<file path="src/rtl/rv_pkg.sv">
`default_nettype none

package rv_pkg;

    localparam int XLEN   = 32;
    localparam int REG_AW = 5;

    typedef logic [XLEN-1:0]   word_t;
    typedef logic [REG_AW-1:0] reg_addr_t;

    // Major opcodes of the supported subset
    localparam logic [6:0] OPC_OP     = 7'b0110011;
    localparam logic [6:0] OPC_IMM    = 7'b0010011;
    localparam logic [6:0] OPC_LOAD   = 7'b0000011;
    localparam logic [6:0] OPC_STORE  = 7'b0100011;
    localparam logic [6:0] OPC_BRANCH = 7'b1100011;
    localparam logic [6:0] OPC_JAL    = 7'b1101111;

    localparam word_t NOP_INSTR = 32'h0000_0013; // ADDI x0, x0, 0

    typedef struct packed {
        logic [6:0] funct7;
        reg_addr_t  rs2;
        reg_addr_t  rs1;
        logic [2:0] funct3;
        reg_addr_t  rd;
        logic [6:0] opcode;
    } r_type_t;

    typedef struct packed {
        logic [11:0] imm;
        reg_addr_t   rs1;
        logic [2:0]  funct3;
        reg_addr_t   rd;
        logic [6:0]  opcode;
    } i_type_t;

    typedef struct packed {
        logic [6:0] imm_hi;
        reg_addr_t  rs2;
        reg_addr_t  rs1;
        logic [2:0] funct3;
        logic [4:0] imm_lo;
        logic [6:0] opcode;
    } s_type_t;

    // Immediate bits of both B and J formats, sign bit shared
    typedef struct packed {
        logic       sign;
        logic [5:0] imm_10_5;
        logic [3:0] j_imm_4_1;
        logic       j_imm_11;
        logic [7:0] j_imm_19_12;
        logic [3:0] b_imm_4_1;
        logic       b_imm_11;
        logic [6:0] opcode;
    } bj_type_t;

    typedef union packed {
        r_type_t  r;
        i_type_t  i;
        s_type_t  s;
        bj_type_t bj;
    } instr_u;

    typedef enum logic [2:0] {
        ALU_ADD,
        ALU_SUB,
        ALU_AND,
        ALU_OR,
        ALU_XOR,
        ALU_SLT
    } alu_op_e;

    // All-zero value is a bubble
    typedef struct packed {
        alu_op_e alu_op;
        logic    alu_src_imm;
        logic    mem_read;
        logic    mem_write;
        logic    reg_write;
        logic    is_branch;
        logic    branch_ne;
        logic    is_jal;
    } ctrl_t;

    typedef struct packed {
        word_t     pc;
        word_t     rs1_data;
        word_t     rs2_data;
        reg_addr_t rs1;
        reg_addr_t rs2;
        reg_addr_t rd;
        word_t     imm;
        ctrl_t     ctrl;
    } id_ex_t;

    typedef struct packed {
        word_t     result;
        word_t     store_data;
        reg_addr_t rd;
        logic      mem_read;
        logic      mem_write;
        logic      reg_write;
    } ex_mem_t;

    typedef struct packed {
        word_t     data;
        reg_addr_t rd;
        logic      reg_write;
    } mem_wb_t;

    typedef struct packed {
        logic      valid;
        reg_addr_t rd;
        word_t     data;
    } retire_t;

    typedef enum logic [1:0] {
        FWD_NONE,
        FWD_FROM_MEM,
        FWD_FROM_WB
    } fwd_sel_e;

endpackage

`default_nettype wire
</file>
<file path="src/rtl/rv_core.sv">
`timescale 1ns/1ps
`default_nettype none

module rv_core import rv_pkg::*; #(
    parameter word_t RESET_PC   = '0,
    parameter int    DMEM_WORDS = 64
) (
    input  wire     clk,
    input  wire     arst_n_i,
    output word_t   imem_addr_o,
    input  word_t   imem_rdata_i,
    output retire_t retire_o
);

    word_t     id_pc;
    word_t     id_instr;
    reg_addr_t rs1_addr;
    reg_addr_t rs2_addr;
    word_t     rs1_data;
    word_t     rs2_data;
    logic      uses_rs2;
    logic      ex_mem_read;
    id_ex_t    id_ex;
    ex_mem_t   ex_mem;
    mem_wb_t   mem_wb;
    logic      stall;
    logic      flush;
    logic      redirect;
    word_t     target;
    fwd_sel_e  fwd_a;
    fwd_sel_e  fwd_b;

    rv_fetch #(
        .RESET_PC(RESET_PC)
    ) u_fetch (
        .clk(clk),
        .arst_n_i(arst_n_i),
        .stall_i(stall),
        .flush_i(flush),
        .redirect_i(redirect),
        .target_i(target),
        .instr_i(imem_rdata_i),
        .pc_o(imem_addr_o),
        .id_pc_o(id_pc),
        .id_instr_o(id_instr)
    );

    rv_decode u_decode (
        .clk(clk),
        .arst_n_i(arst_n_i),
        .stall_i(stall),
        .flush_i(flush),
        .pc_i(id_pc),
        .instr_i(id_instr),
        .rs1_data_i(rs1_data),
        .rs2_data_i(rs2_data),
        .rs1_addr_o(rs1_addr),
        .rs2_addr_o(rs2_addr),
        .uses_rs2_o(uses_rs2),
        .mem_read_o(ex_mem_read),
        .ex_o(id_ex)
    );

    rv_regfile u_regfile (
        .clk(clk),
        .arst_n_i(arst_n_i),
        .rs1_addr_i(rs1_addr),
        .rs2_addr_i(rs2_addr),
        .wb_i(mem_wb),
        .rs1_data_o(rs1_data),
        .rs2_data_o(rs2_data)
    );

    rv_hazard u_hazard (
        .id_rs1_i(rs1_addr),
        .id_rs2_i(rs2_addr),
        .id_uses_rs2_i(uses_rs2),
        .ex_rd_i(id_ex.rd),
        .ex_mem_read_i(ex_mem_read),
        .ex_rs1_i(id_ex.rs1),
        .ex_rs2_i(id_ex.rs2),
        .mem_i(ex_mem),
        .wb_i(mem_wb),
        .redirect_i(redirect),
        .stall_o(stall),
        .flush_o(flush),
        .fwd_a_o(fwd_a),
        .fwd_b_o(fwd_b)
    );

    rv_execute u_execute (
        .clk(clk),
        .arst_n_i(arst_n_i),
        .ex_i(id_ex),
        .fwd_a_i(fwd_a),
        .fwd_b_i(fwd_b),
        .mem_result_i(ex_mem.result),
        .wb_i(mem_wb),
        .redirect_o(redirect),
        .target_o(target),
        .mem_o(ex_mem)
    );

    rv_memwb #(
        .DMEM_WORDS(DMEM_WORDS)
    ) u_memwb (
        .clk(clk),
        .arst_n_i(arst_n_i),
        .mem_i(ex_mem),
        .wb_o(mem_wb),
        .retire_o(retire_o)
    );

endmodule

`default_nettype wire

</file>
<file path="src/rtl/rv_hazard.sv">
`timescale 1ns/1ps
`default_nettype none

module rv_hazard import rv_pkg::*; (
    input  reg_addr_t id_rs1_i,
    input  reg_addr_t id_rs2_i,
    input  wire       id_uses_rs2_i,
    input  reg_addr_t ex_rd_i,
    input  wire       ex_mem_read_i,
    input  reg_addr_t ex_rs1_i,
    input  reg_addr_t ex_rs2_i,
    input  ex_mem_t   mem_i,
    input  mem_wb_t   wb_i,
    input  wire       redirect_i,
    output logic      stall_o,
    output logic      flush_o,
    output fwd_sel_e  fwd_a_o,
    output fwd_sel_e  fwd_b_o
);

    // Younger MEM result wins over WB
    function automatic fwd_sel_e fwd_pick(input reg_addr_t src, input ex_mem_t m,
                                          input mem_wb_t w);
        if (src == '0) begin
            fwd_pick = FWD_NONE;
        end else if (m.reg_write && (m.rd == src)) begin
            fwd_pick = FWD_FROM_MEM;
        end else if (w.reg_write && (w.rd == src)) begin
            fwd_pick = FWD_FROM_WB;
        end else begin
            fwd_pick = FWD_NONE;
        end
    endfunction

    // Load result not ready until WB, hold decode one cycle
    assign stall_o = ex_mem_read_i && (ex_rd_i != '0)
                     && ((ex_rd_i == id_rs1_i) || (id_uses_rs2_i && (ex_rd_i == id_rs2_i)));

    assign flush_o = redirect_i;

    assign fwd_a_o = fwd_pick(ex_rs1_i, mem_i, wb_i);
    assign fwd_b_o = fwd_pick(ex_rs2_i, mem_i, wb_i);

endmodule

`default_nettype wire

</file>
<file path="src/rtl/rv_memwb.sv">
`timescale 1ns/1ps
`default_nettype none

module rv_memwb import rv_pkg::*; #(
    parameter int DMEM_WORDS = 64
) (
    input  wire     clk,
    input  wire     arst_n_i,
    input  ex_mem_t mem_i,
    output mem_wb_t wb_o,
    output retire_t retire_o
);

    localparam int DMEM_AW = $clog2(DMEM_WORDS);

    word_t              dmem [DMEM_WORDS];
    logic [DMEM_AW-1:0] word_idx;
    word_t              load_data;
    mem_wb_t            nxt;

    assign word_idx  = mem_i.result[DMEM_AW+1:2]; // Word address, byte offset ignored
    assign load_data = dmem[word_idx];

    always_ff @(posedge clk) begin
        if (mem_i.mem_write) begin
            dmem[word_idx] <= mem_i.store_data;
        end
    end

    always_comb begin
        nxt.data      = mem_i.mem_read ? load_data : mem_i.result;
        nxt.rd        = mem_i.rd;
        nxt.reg_write = mem_i.reg_write;
    end

    // MEM/WB register
    always_ff @(posedge clk or negedge arst_n_i) begin
        if (!arst_n_i) begin
            wb_o <= '0;
        end else begin
            wb_o <= nxt;
        end
    end

    // Writes to x0 are not reported
    assign retire_o.valid = wb_o.reg_write && (wb_o.rd != '0);
    assign retire_o.rd    = wb_o.rd;
    assign retire_o.data  = wb_o.data;

endmodule

`default_nettype wire

</file>
<file path="src/rtl/rv_execute.sv">
`timescale 1ns/1ps
`default_nettype none

module rv_execute import rv_pkg::*; (
    input  wire      clk,
    input  wire      arst_n_i,
    input  id_ex_t   ex_i,
    input  fwd_sel_e fwd_a_i,
    input  fwd_sel_e fwd_b_i,
    input  word_t    mem_result_i,
    input  mem_wb_t  wb_i,
    output logic     redirect_o,
    output word_t    target_o,
    output ex_mem_t  mem_o
);

    word_t   op_a;
    word_t   op_b;
    word_t   alu_b;
    word_t   alu_res;
    logic    taken;
    ex_mem_t nxt;

    // Operand bypass
    always_comb begin
        case (fwd_a_i)
            FWD_FROM_MEM: op_a = mem_result_i;
            FWD_FROM_WB:  op_a = wb_i.data;
            default:      op_a = ex_i.rs1_data;
        endcase
        case (fwd_b_i)
            FWD_FROM_MEM: op_b = mem_result_i;
            FWD_FROM_WB:  op_b = wb_i.data;
            default:      op_b = ex_i.rs2_data;
        endcase
    end

    assign alu_b = ex_i.ctrl.alu_src_imm ? ex_i.imm : op_b;

    always_comb begin
        case (ex_i.ctrl.alu_op)
            ALU_SUB: alu_res = op_a - alu_b;
            ALU_AND: alu_res = op_a & alu_b;
            ALU_OR:  alu_res = op_a | alu_b;
            ALU_XOR: alu_res = op_a ^ alu_b;
            ALU_SLT: alu_res = {31'd0, $signed(op_a) < $signed(alu_b)};
            default: alu_res = op_a + alu_b;
        endcase
    end

    // BEQ or BNE, resolved here
    assign taken      = ex_i.ctrl.is_branch && ((op_a == op_b) ^ ex_i.ctrl.branch_ne);
    assign redirect_o = taken || ex_i.ctrl.is_jal;
    assign target_o   = ex_i.pc + ex_i.imm;

    always_comb begin
        nxt.result     = ex_i.ctrl.is_jal ? ex_i.pc + 32'd4 : alu_res; // Link value
        nxt.store_data = op_b;
        nxt.rd         = ex_i.rd;
        nxt.mem_read   = ex_i.ctrl.mem_read;
        nxt.mem_write  = ex_i.ctrl.mem_write;
        nxt.reg_write  = ex_i.ctrl.reg_write;
    end

    // EX/MEM register
    always_ff @(posedge clk or negedge arst_n_i) begin
        if (!arst_n_i) begin
            mem_o <= '0;
        end else begin
            mem_o <= nxt;
        end
    end

endmodule

`default_nettype wire

</file>
<file path="src/rtl/rv_regfile.sv">
`timescale 1ns/1ps
`default_nettype none

module rv_regfile import rv_pkg::*; (
    input  wire       clk,
    input  wire       arst_n_i,
    input  reg_addr_t rs1_addr_i,
    input  reg_addr_t rs2_addr_i,
    input  mem_wb_t   wb_i,
    output word_t     rs1_data_o,
    output word_t     rs2_data_o
);

    word_t regs [32];
    logic  wr_en;

    assign wr_en = wb_i.reg_write && (wb_i.rd != '0);

    always_ff @(posedge clk or negedge arst_n_i) begin
        if (!arst_n_i) begin
            for (int i = 0; i < 32; i++) begin
                regs[i] <= '0;
            end
        end else if (wr_en) begin
            regs[wb_i.rd] <= wb_i.data;
        end
    end

    // Same-cycle write is visible to the reader
    assign rs1_data_o = (rs1_addr_i == '0)                      ? '0        :
                        (wr_en && (wb_i.rd == rs1_addr_i))      ? wb_i.data :
                                                                  regs[rs1_addr_i];
    assign rs2_data_o = (rs2_addr_i == '0)                      ? '0        :
                        (wr_en && (wb_i.rd == rs2_addr_i))      ? wb_i.data :
                                                                  regs[rs2_addr_i];

endmodule

`default_nettype wire

</file>
<file path="src/rtl/rv_decode.sv">
`timescale 1ns/1ps
`default_nettype none

module rv_decode import rv_pkg::*; (
    input  wire       clk,
    input  wire       arst_n_i,
    input  wire       stall_i,
    input  wire       flush_i,
    input  word_t     pc_i,
    input  word_t     instr_i,
    input  word_t     rs1_data_i,
    input  word_t     rs2_data_i,
    output reg_addr_t rs1_addr_o,
    output reg_addr_t rs2_addr_o,
    output logic      uses_rs2_o,
    output logic      mem_read_o,
    output id_ex_t    ex_o
);

    instr_u ins;
    word_t  imm_i;
    word_t  imm_s;
    word_t  imm_b;
    word_t  imm_j;
    word_t  imm;
    ctrl_t  ctrl;
    id_ex_t nxt;

    function automatic alu_op_e alu_decode(input logic [2:0] funct3, input logic sub);
        case (funct3)
            3'b000:  alu_decode = sub ? ALU_SUB : ALU_ADD;
            3'b010:  alu_decode = ALU_SLT;
            3'b100:  alu_decode = ALU_XOR;
            3'b110:  alu_decode = ALU_OR;
            3'b111:  alu_decode = ALU_AND;
            default: alu_decode = ALU_ADD;
        endcase
    endfunction

    assign ins = instr_i;

    assign rs1_addr_o = ins.r.rs1;
    assign rs2_addr_o = ins.r.rs2;
    assign uses_rs2_o = (ins.r.opcode == OPC_OP) || (ins.r.opcode == OPC_STORE)
                        || (ins.r.opcode == OPC_BRANCH);
    assign mem_read_o = ex_o.ctrl.mem_read; // Load now sitting in EX

    // Immediates, all sign extended
    assign imm_i = {{20{ins.i.imm[11]}}, ins.i.imm};
    assign imm_s = {{20{ins.s.imm_hi[6]}}, ins.s.imm_hi, ins.s.imm_lo};
    assign imm_b = {{19{ins.bj.sign}}, ins.bj.sign, ins.bj.b_imm_11, ins.bj.imm_10_5,
                    ins.bj.b_imm_4_1, 1'b0};
    assign imm_j = {{11{ins.bj.sign}}, ins.bj.sign, ins.bj.j_imm_19_12, ins.bj.j_imm_11,
                    ins.bj.imm_10_5, ins.bj.j_imm_4_1, 1'b0};

    always_comb begin
        ctrl = '0;
        imm  = '0;
        case (ins.r.opcode)
            OPC_OP: begin
                ctrl.alu_op    = alu_decode(ins.r.funct3, ins.r.funct7[5]);
                ctrl.reg_write = 1'b1;
            end
            OPC_IMM: begin
                ctrl.alu_op      = alu_decode(ins.i.funct3, 1'b0);
                ctrl.alu_src_imm = 1'b1;
                ctrl.reg_write   = 1'b1;
                imm              = imm_i;
            end
            OPC_LOAD: begin
                ctrl.alu_src_imm = 1'b1;
                ctrl.mem_read    = 1'b1;
                ctrl.reg_write   = 1'b1;
                imm              = imm_i;
            end
            OPC_STORE: begin
                ctrl.alu_src_imm = 1'b1;
                ctrl.mem_write   = 1'b1;
                imm              = imm_s;
            end
            OPC_BRANCH: begin
                ctrl.is_branch = 1'b1;
                ctrl.branch_ne = ins.r.funct3[0]; // BNE is funct3 001
                imm            = imm_b;
            end
            OPC_JAL: begin
                ctrl.is_jal    = 1'b1;
                ctrl.reg_write = 1'b1;
                imm            = imm_j;
            end
            default: ; // Unsupported opcodes become bubbles
        endcase
    end

    always_comb begin
        nxt.pc       = pc_i;
        nxt.rs1_data = rs1_data_i;
        nxt.rs2_data = rs2_data_i;
        nxt.rs1      = ins.r.rs1;
        nxt.rs2      = ins.r.rs2;
        nxt.rd       = ins.r.rd;
        nxt.imm      = imm;
        nxt.ctrl     = (stall_i || flush_i) ? '0 : ctrl;
    end

    // ID/EX register
    always_ff @(posedge clk or negedge arst_n_i) begin
        if (!arst_n_i) begin
            ex_o <= '0;
        end else begin
            ex_o <= nxt;
        end
    end

endmodule

`default_nettype wire

</file>
<file path="src/rtl/rv_fetch.sv">
`timescale 1ns/1ps
`default_nettype none

module rv_fetch import rv_pkg::*; #(
    parameter word_t RESET_PC = '0
) (
    input  wire   clk,
    input  wire   arst_n_i,
    input  wire   stall_i,
    input  wire   flush_i,
    input  wire   redirect_i,
    input  word_t target_i,
    input  word_t instr_i,
    output word_t pc_o,
    output word_t id_pc_o,
    output word_t id_instr_o
);

    word_t pc_q;

    assign pc_o = pc_q;

    // Redirect wins over a stall
    always_ff @(posedge clk or negedge arst_n_i) begin
        if (!arst_n_i) begin
            pc_q <= RESET_PC;
        end else if (redirect_i) begin
            pc_q <= target_i;
        end else if (!stall_i) begin
            pc_q <= pc_q + 32'd4;
        end
    end

    // IF/ID register
    always_ff @(posedge clk or negedge arst_n_i) begin
        if (!arst_n_i) begin
            id_pc_o    <= '0;
            id_instr_o <= NOP_INSTR;
        end else if (flush_i) begin
            id_instr_o <= NOP_INSTR; // Wrong-path fetch dropped
        end else if (!stall_i) begin
            id_pc_o    <= pc_q;
            id_instr_o <= instr_i;
        end
    end

endmodule

`default_nettype wire

</file>
<file path="config.mk">
export PLATFORM = sky130hd
export DESIGN_NAME = rv_core
export DESIGN_NICKNAME = d
export VERILOG_FILES = /design/src/rtl/rv_pkg.sv /design/src/rtl/rv_core.sv /design/src/rtl/rv_hazard.sv /design/src/rtl/rv_memwb.sv /design/src/rtl/rv_execute.sv /design/src/rtl/rv_regfile.sv /design/src/rtl/rv_decode.sv /design/src/rtl/rv_fetch.sv
export SDC_FILE = /design/constraint.sdc
export NUM_CORES = 2
export LEC_CHECK = 0
export ABC_AREA = 0
export BUFFER_PORTS_ARGS = -buffer_cell sky130_fd_sc_hd__buf_2
export CORE_MARGIN = 3
export CORE_UTILIZATION = 40
export DETAILED_ROUTE_END_ITERATION = 6
export GPL_TIMING_DRIVEN = 0
export PLACE_DENSITY = 0.56
export SETUP_SLACK_MARGIN = 0.5
export SLEW_MARGIN = 20
export SYNTH_ARGS = -nofsm -noshare
export SYNTH_HDL_FRONTEND = slang
export SYNTH_SLANG_ARGS = --single-unit
</file>
<file path="constraint.sdc">
create_clock -name clk -period 4.75 [get_ports clk]
set_input_delay 0.95 -clock clk [delete_from_list [all_inputs] [get_ports clk]]
set_output_delay 0.95 -clock clk [all_outputs]
set_load 0.1 [all_outputs]
</file>
==> reports/metrics.csv <==
metric,value,unit
status,finished with violations,
failed_checks,"DRC, setup timing",
port_buffers,103,
htree_num_levels,5,
drt_pass1_iterations,7,
cp_slowest_cell,dfrtp_2,
r2r_cells,25,
rsz0062_at_grt,true,
die_area,383800,µm²
p_per_area,403.1,nW/µm²
synthMuxAreaShare,0.1668,
hold_violations,0,
skew,0.1644,ns
synth_area_leaders,"edfxtp_1, dfrtp_1, mux2_2",
synthesis.nets,10161,
peakVddDrop,0.0003310,V
rows,224,
worstPathArrival,6.40,ns
hold_path_class,in -> reg,
slowest_delay,0.44,ns
overflow,0,
finalCritPeriodShare,1.170,
antenna_left,0,
nFillCells,31673,
yosysTopAreaCell,edfxtp_1,
cp-start-kind,register,
tns,-34.02,ns
async_flop_share,0.4012,
wl_per_cell,43.13,µm
slew_violations,0,
synth.top_cell.area_share,0.4085,
tightest_slew,1.362,ns
dp.final_hpwl,494100,µm
max_cap_viol_count,0,
setup_viol,123,
synthCells,9991,
fin_util,0.4808,
whs_path_depth,3,
layout_setup_ws,-0.8054,ns
drc,28,
crit_top_cell,buf_8,
clkTransAtPathRegs,0.06,ns
ys_seq_area_frac,0.6365,
postRouteWirelength,698500,µm
clkSinkCount,3420,
relSlewSlack,0.08519,
synthDistinctLibCells,85,
synthXorXnorAreaFrac,0.008202,
ys_seq_elements,3420,
critPathCaptureType,register,
synth_top_family_by_area,multiplexers,
nNetsFinal,10996,
synth_edf_count,2048,
fmax,180.0,MHz
cts_tree,built,
synth_compound_area_frac,0.1144,
power.leakage,68.38,nW
vias_per_cell,6.788,
postSynthAreaPerCell,15.07,µm²
drive_gt1_frac,0.3093,
grt_max_degree,136,
cts.path.max_buffers,4,
crit_type,reg -> reg,
core_region_area,373600,µm²
critical_path_required,5.60,ns
ys_warn_count,0,
antenna_found_initial,72,
period_minus_slack,5.555,ns
grt_usage,0.3548,
fin_total_pwr,72.42,mW
synth.cell_area,150600,µm²
start_util,0.4030,
grt_pass1_wl,920300,µm
ys.flop_type,edfxtp_1,
synthSimpleGateAreaFrac,0.03554,
pin_count,104,
path_max_fanout,6,
num_vias,109929,
numCtsBuffers,366,
cts_root_buf,clkbuf_16,
dieWidth,619.5,µm
insertion_delay,1.04,ns
grt_pass1_vias,103491,
first_iter_violations,18707,
fp.dieH,619.5,µm
gp_congestion,0.9729,
syn2layout_area_growth,19.31,%
synth_fa_ha_area_frac,0.01145,
critical path: cells and delay by family (launching register included):
| family | cells | cell delay, ns |
|---|---|---|
| AO/OA/AOI/OAI | 9 | 2.11 |
| XOR/XNOR | 1 | 0.17 |
| adder cells (fa/ha/maj) | 3 | 0.83 |
| buffers and inverters | 5 | 0.57 |
| flip-flops | 1 | 0.44 |
| AND/OR/NAND/NOR | 7 | 1.35 |
flip-flops by register name, summed over array words and instances, names as in the netlist:
signal and count:
u_fetch.id_instr_o 32, u_regfile.regs 1024, u_decode.mem_read_o 1, u_fetch.id_pc_o 32
u_memwb.wb_o 1, u_memwb.retire_o 37, u_memwb.dmem 2048, u_fetch.pc_o 32
u_decode.ex_o 141, u_execute.mem_o 72
cells by family (layout without fill, tap and decap cells):
logic type,count (synthesis),in the layout
simple gates,1102,1102
other cells,0,92
mux,1804,1804
xor+xnor,141,141
buf+inv,1018,2157
flops,3420,3420
fa+ha+maj,136,136
compound gates,2370,2370
layout make-up:
class	count	area, µm²	area share
Timing Repair Buffer	467	6660	0.03708
Inverter	147	564.3	0.003141
Clock inverter	174	1802	0.01003
Clock buffer	498	10210	0.05682
Buffer	871	4453	0.02479
Tap cell	4972	6221	0.03463
Antenna cell	92	230.2	0.001282
Multi-Input combinational cell	5553	53540	0.2981
Sequential cell	3420	95950	0.5342
layer usage:
| metal | wire [µm] | track usage | up-vias |
|---|---|---|---|
| met5 | 283 | 0.01174 | - |
| met2 | 297000 | 0.5137 | 8946 |
| met4 | 50670 | 0.2114 | 13 |
| met3 | 94930 | 0.1317 | 1900 |
| li1 | - | - | 41437 |
| met1 | 255700 | 0.4525 | 57633 |
final timing paths:
| check | from | end | slack [ns] |
|---|---|---|---|
| setup / recovery | u_memwb.retire_o[35] | u_execute.mem_o[68] | -0.81 |
| hold / removal | imem_rdata_i[23] | u_fetch.id_instr_o[23] | 0.25 |
| setup reg to reg | u_memwb.retire_o[35] | u_execute.mem_o[68] | -0.81 |
| hold reg to reg | u_decode.ex_o[3] | u_execute.mem_o[0] | 0.36 |
| max in group asynchronous | arst_n_i | u_execute.mem_o[33] | 1.97 |
| min in group asynchronous | arst_n_i | u_regfile.regs[119] | 0.49 |
Yosys cell counts (all sizes together), types with 145 or more instances:
cell	instances
mux2i	266
mux2	1090
inv	145
nor2	361
a221oi	333
clkbuf	596
buf	275
a21oi	251
a22o	241
edfxtp	2048
a31oi	246
a22oi	634
o21ai	242
dfrtp	1369
mux4	448
nand2	249
cells in the final DEF (no fill, tap or decap), drive strengths merged, types with 41 or more instances in the layout:
| cell type | Yosys | routed |
|---|---|---|
| a211oi | 80 | 80 |
| a21o | 41 | 41 |
| a21oi | 251 | 251 |
| a221oi | 333 | 333 |
| a22o | 241 | 241 |
| a22oi | 634 | 634 |
| a31oi | 246 | 246 |
| buf | 275 | 738 |
| clkbuf | 596 | 1086 |
| clkinv | 2 | 125 |
| dfrtp | 1369 | 1369 |
| diode | 0 | 92 |
| edfxtp | 2048 | 2048 |
| ha | 133 | 133 |
| inv | 145 | 153 |
| mux2 | 1090 | 1090 |
| mux2i | 266 | 266 |
| mux4 | 448 | 448 |
| nand2 | 249 | 249 |
| nand2b | 57 | 57 |
| nand3 | 55 | 55 |
| nand4 | 57 | 57 |
| nor2 | 361 | 361 |
| nor2b | 51 | 51 |
| nor3 | 45 | 45 |
| nor4 | 71 | 71 |
| o211ai | 100 | 100 |
| o21ai | 242 | 242 |
| or2 | 42 | 42 |
| xnor2 | 68 | 68 |
| xor2 | 73 | 73 |
power breakdown:
part           switching [mW]  total [mW]  internal, mW
Combinational            7.00        9.55          2.55
Sequential               1.26        33.6          32.4
Clock                    12.5        29.2          16.8
Total                    20.7        72.4          51.7
stage by stage:
step	setup WS (ns)	instances	hold slack [ns]	instance area, µm²
final	-0.8054	16194	0.2516	179600
after global routing	-0.9322	16135	0.2725	179500
after CTS	-0.9322	16050	0.2229	177800
after detailed placement	-3.018	15283	0.3404	163300
after global placement	-27.09	15066	0.3403	157600
after floorplan	-0.1073	9991	0.3312	150900
repair_timing:
item	in CTS	in global routing
gates resized for setup	410	324
cloned	2	2
endpoints found under the hold margin	41	0
hold buffers	1	0
setup buffers	92	48
endpoints found under the setup margin	2282	1039
pin swaps	87	93
(Power assumes the default switching activity.)
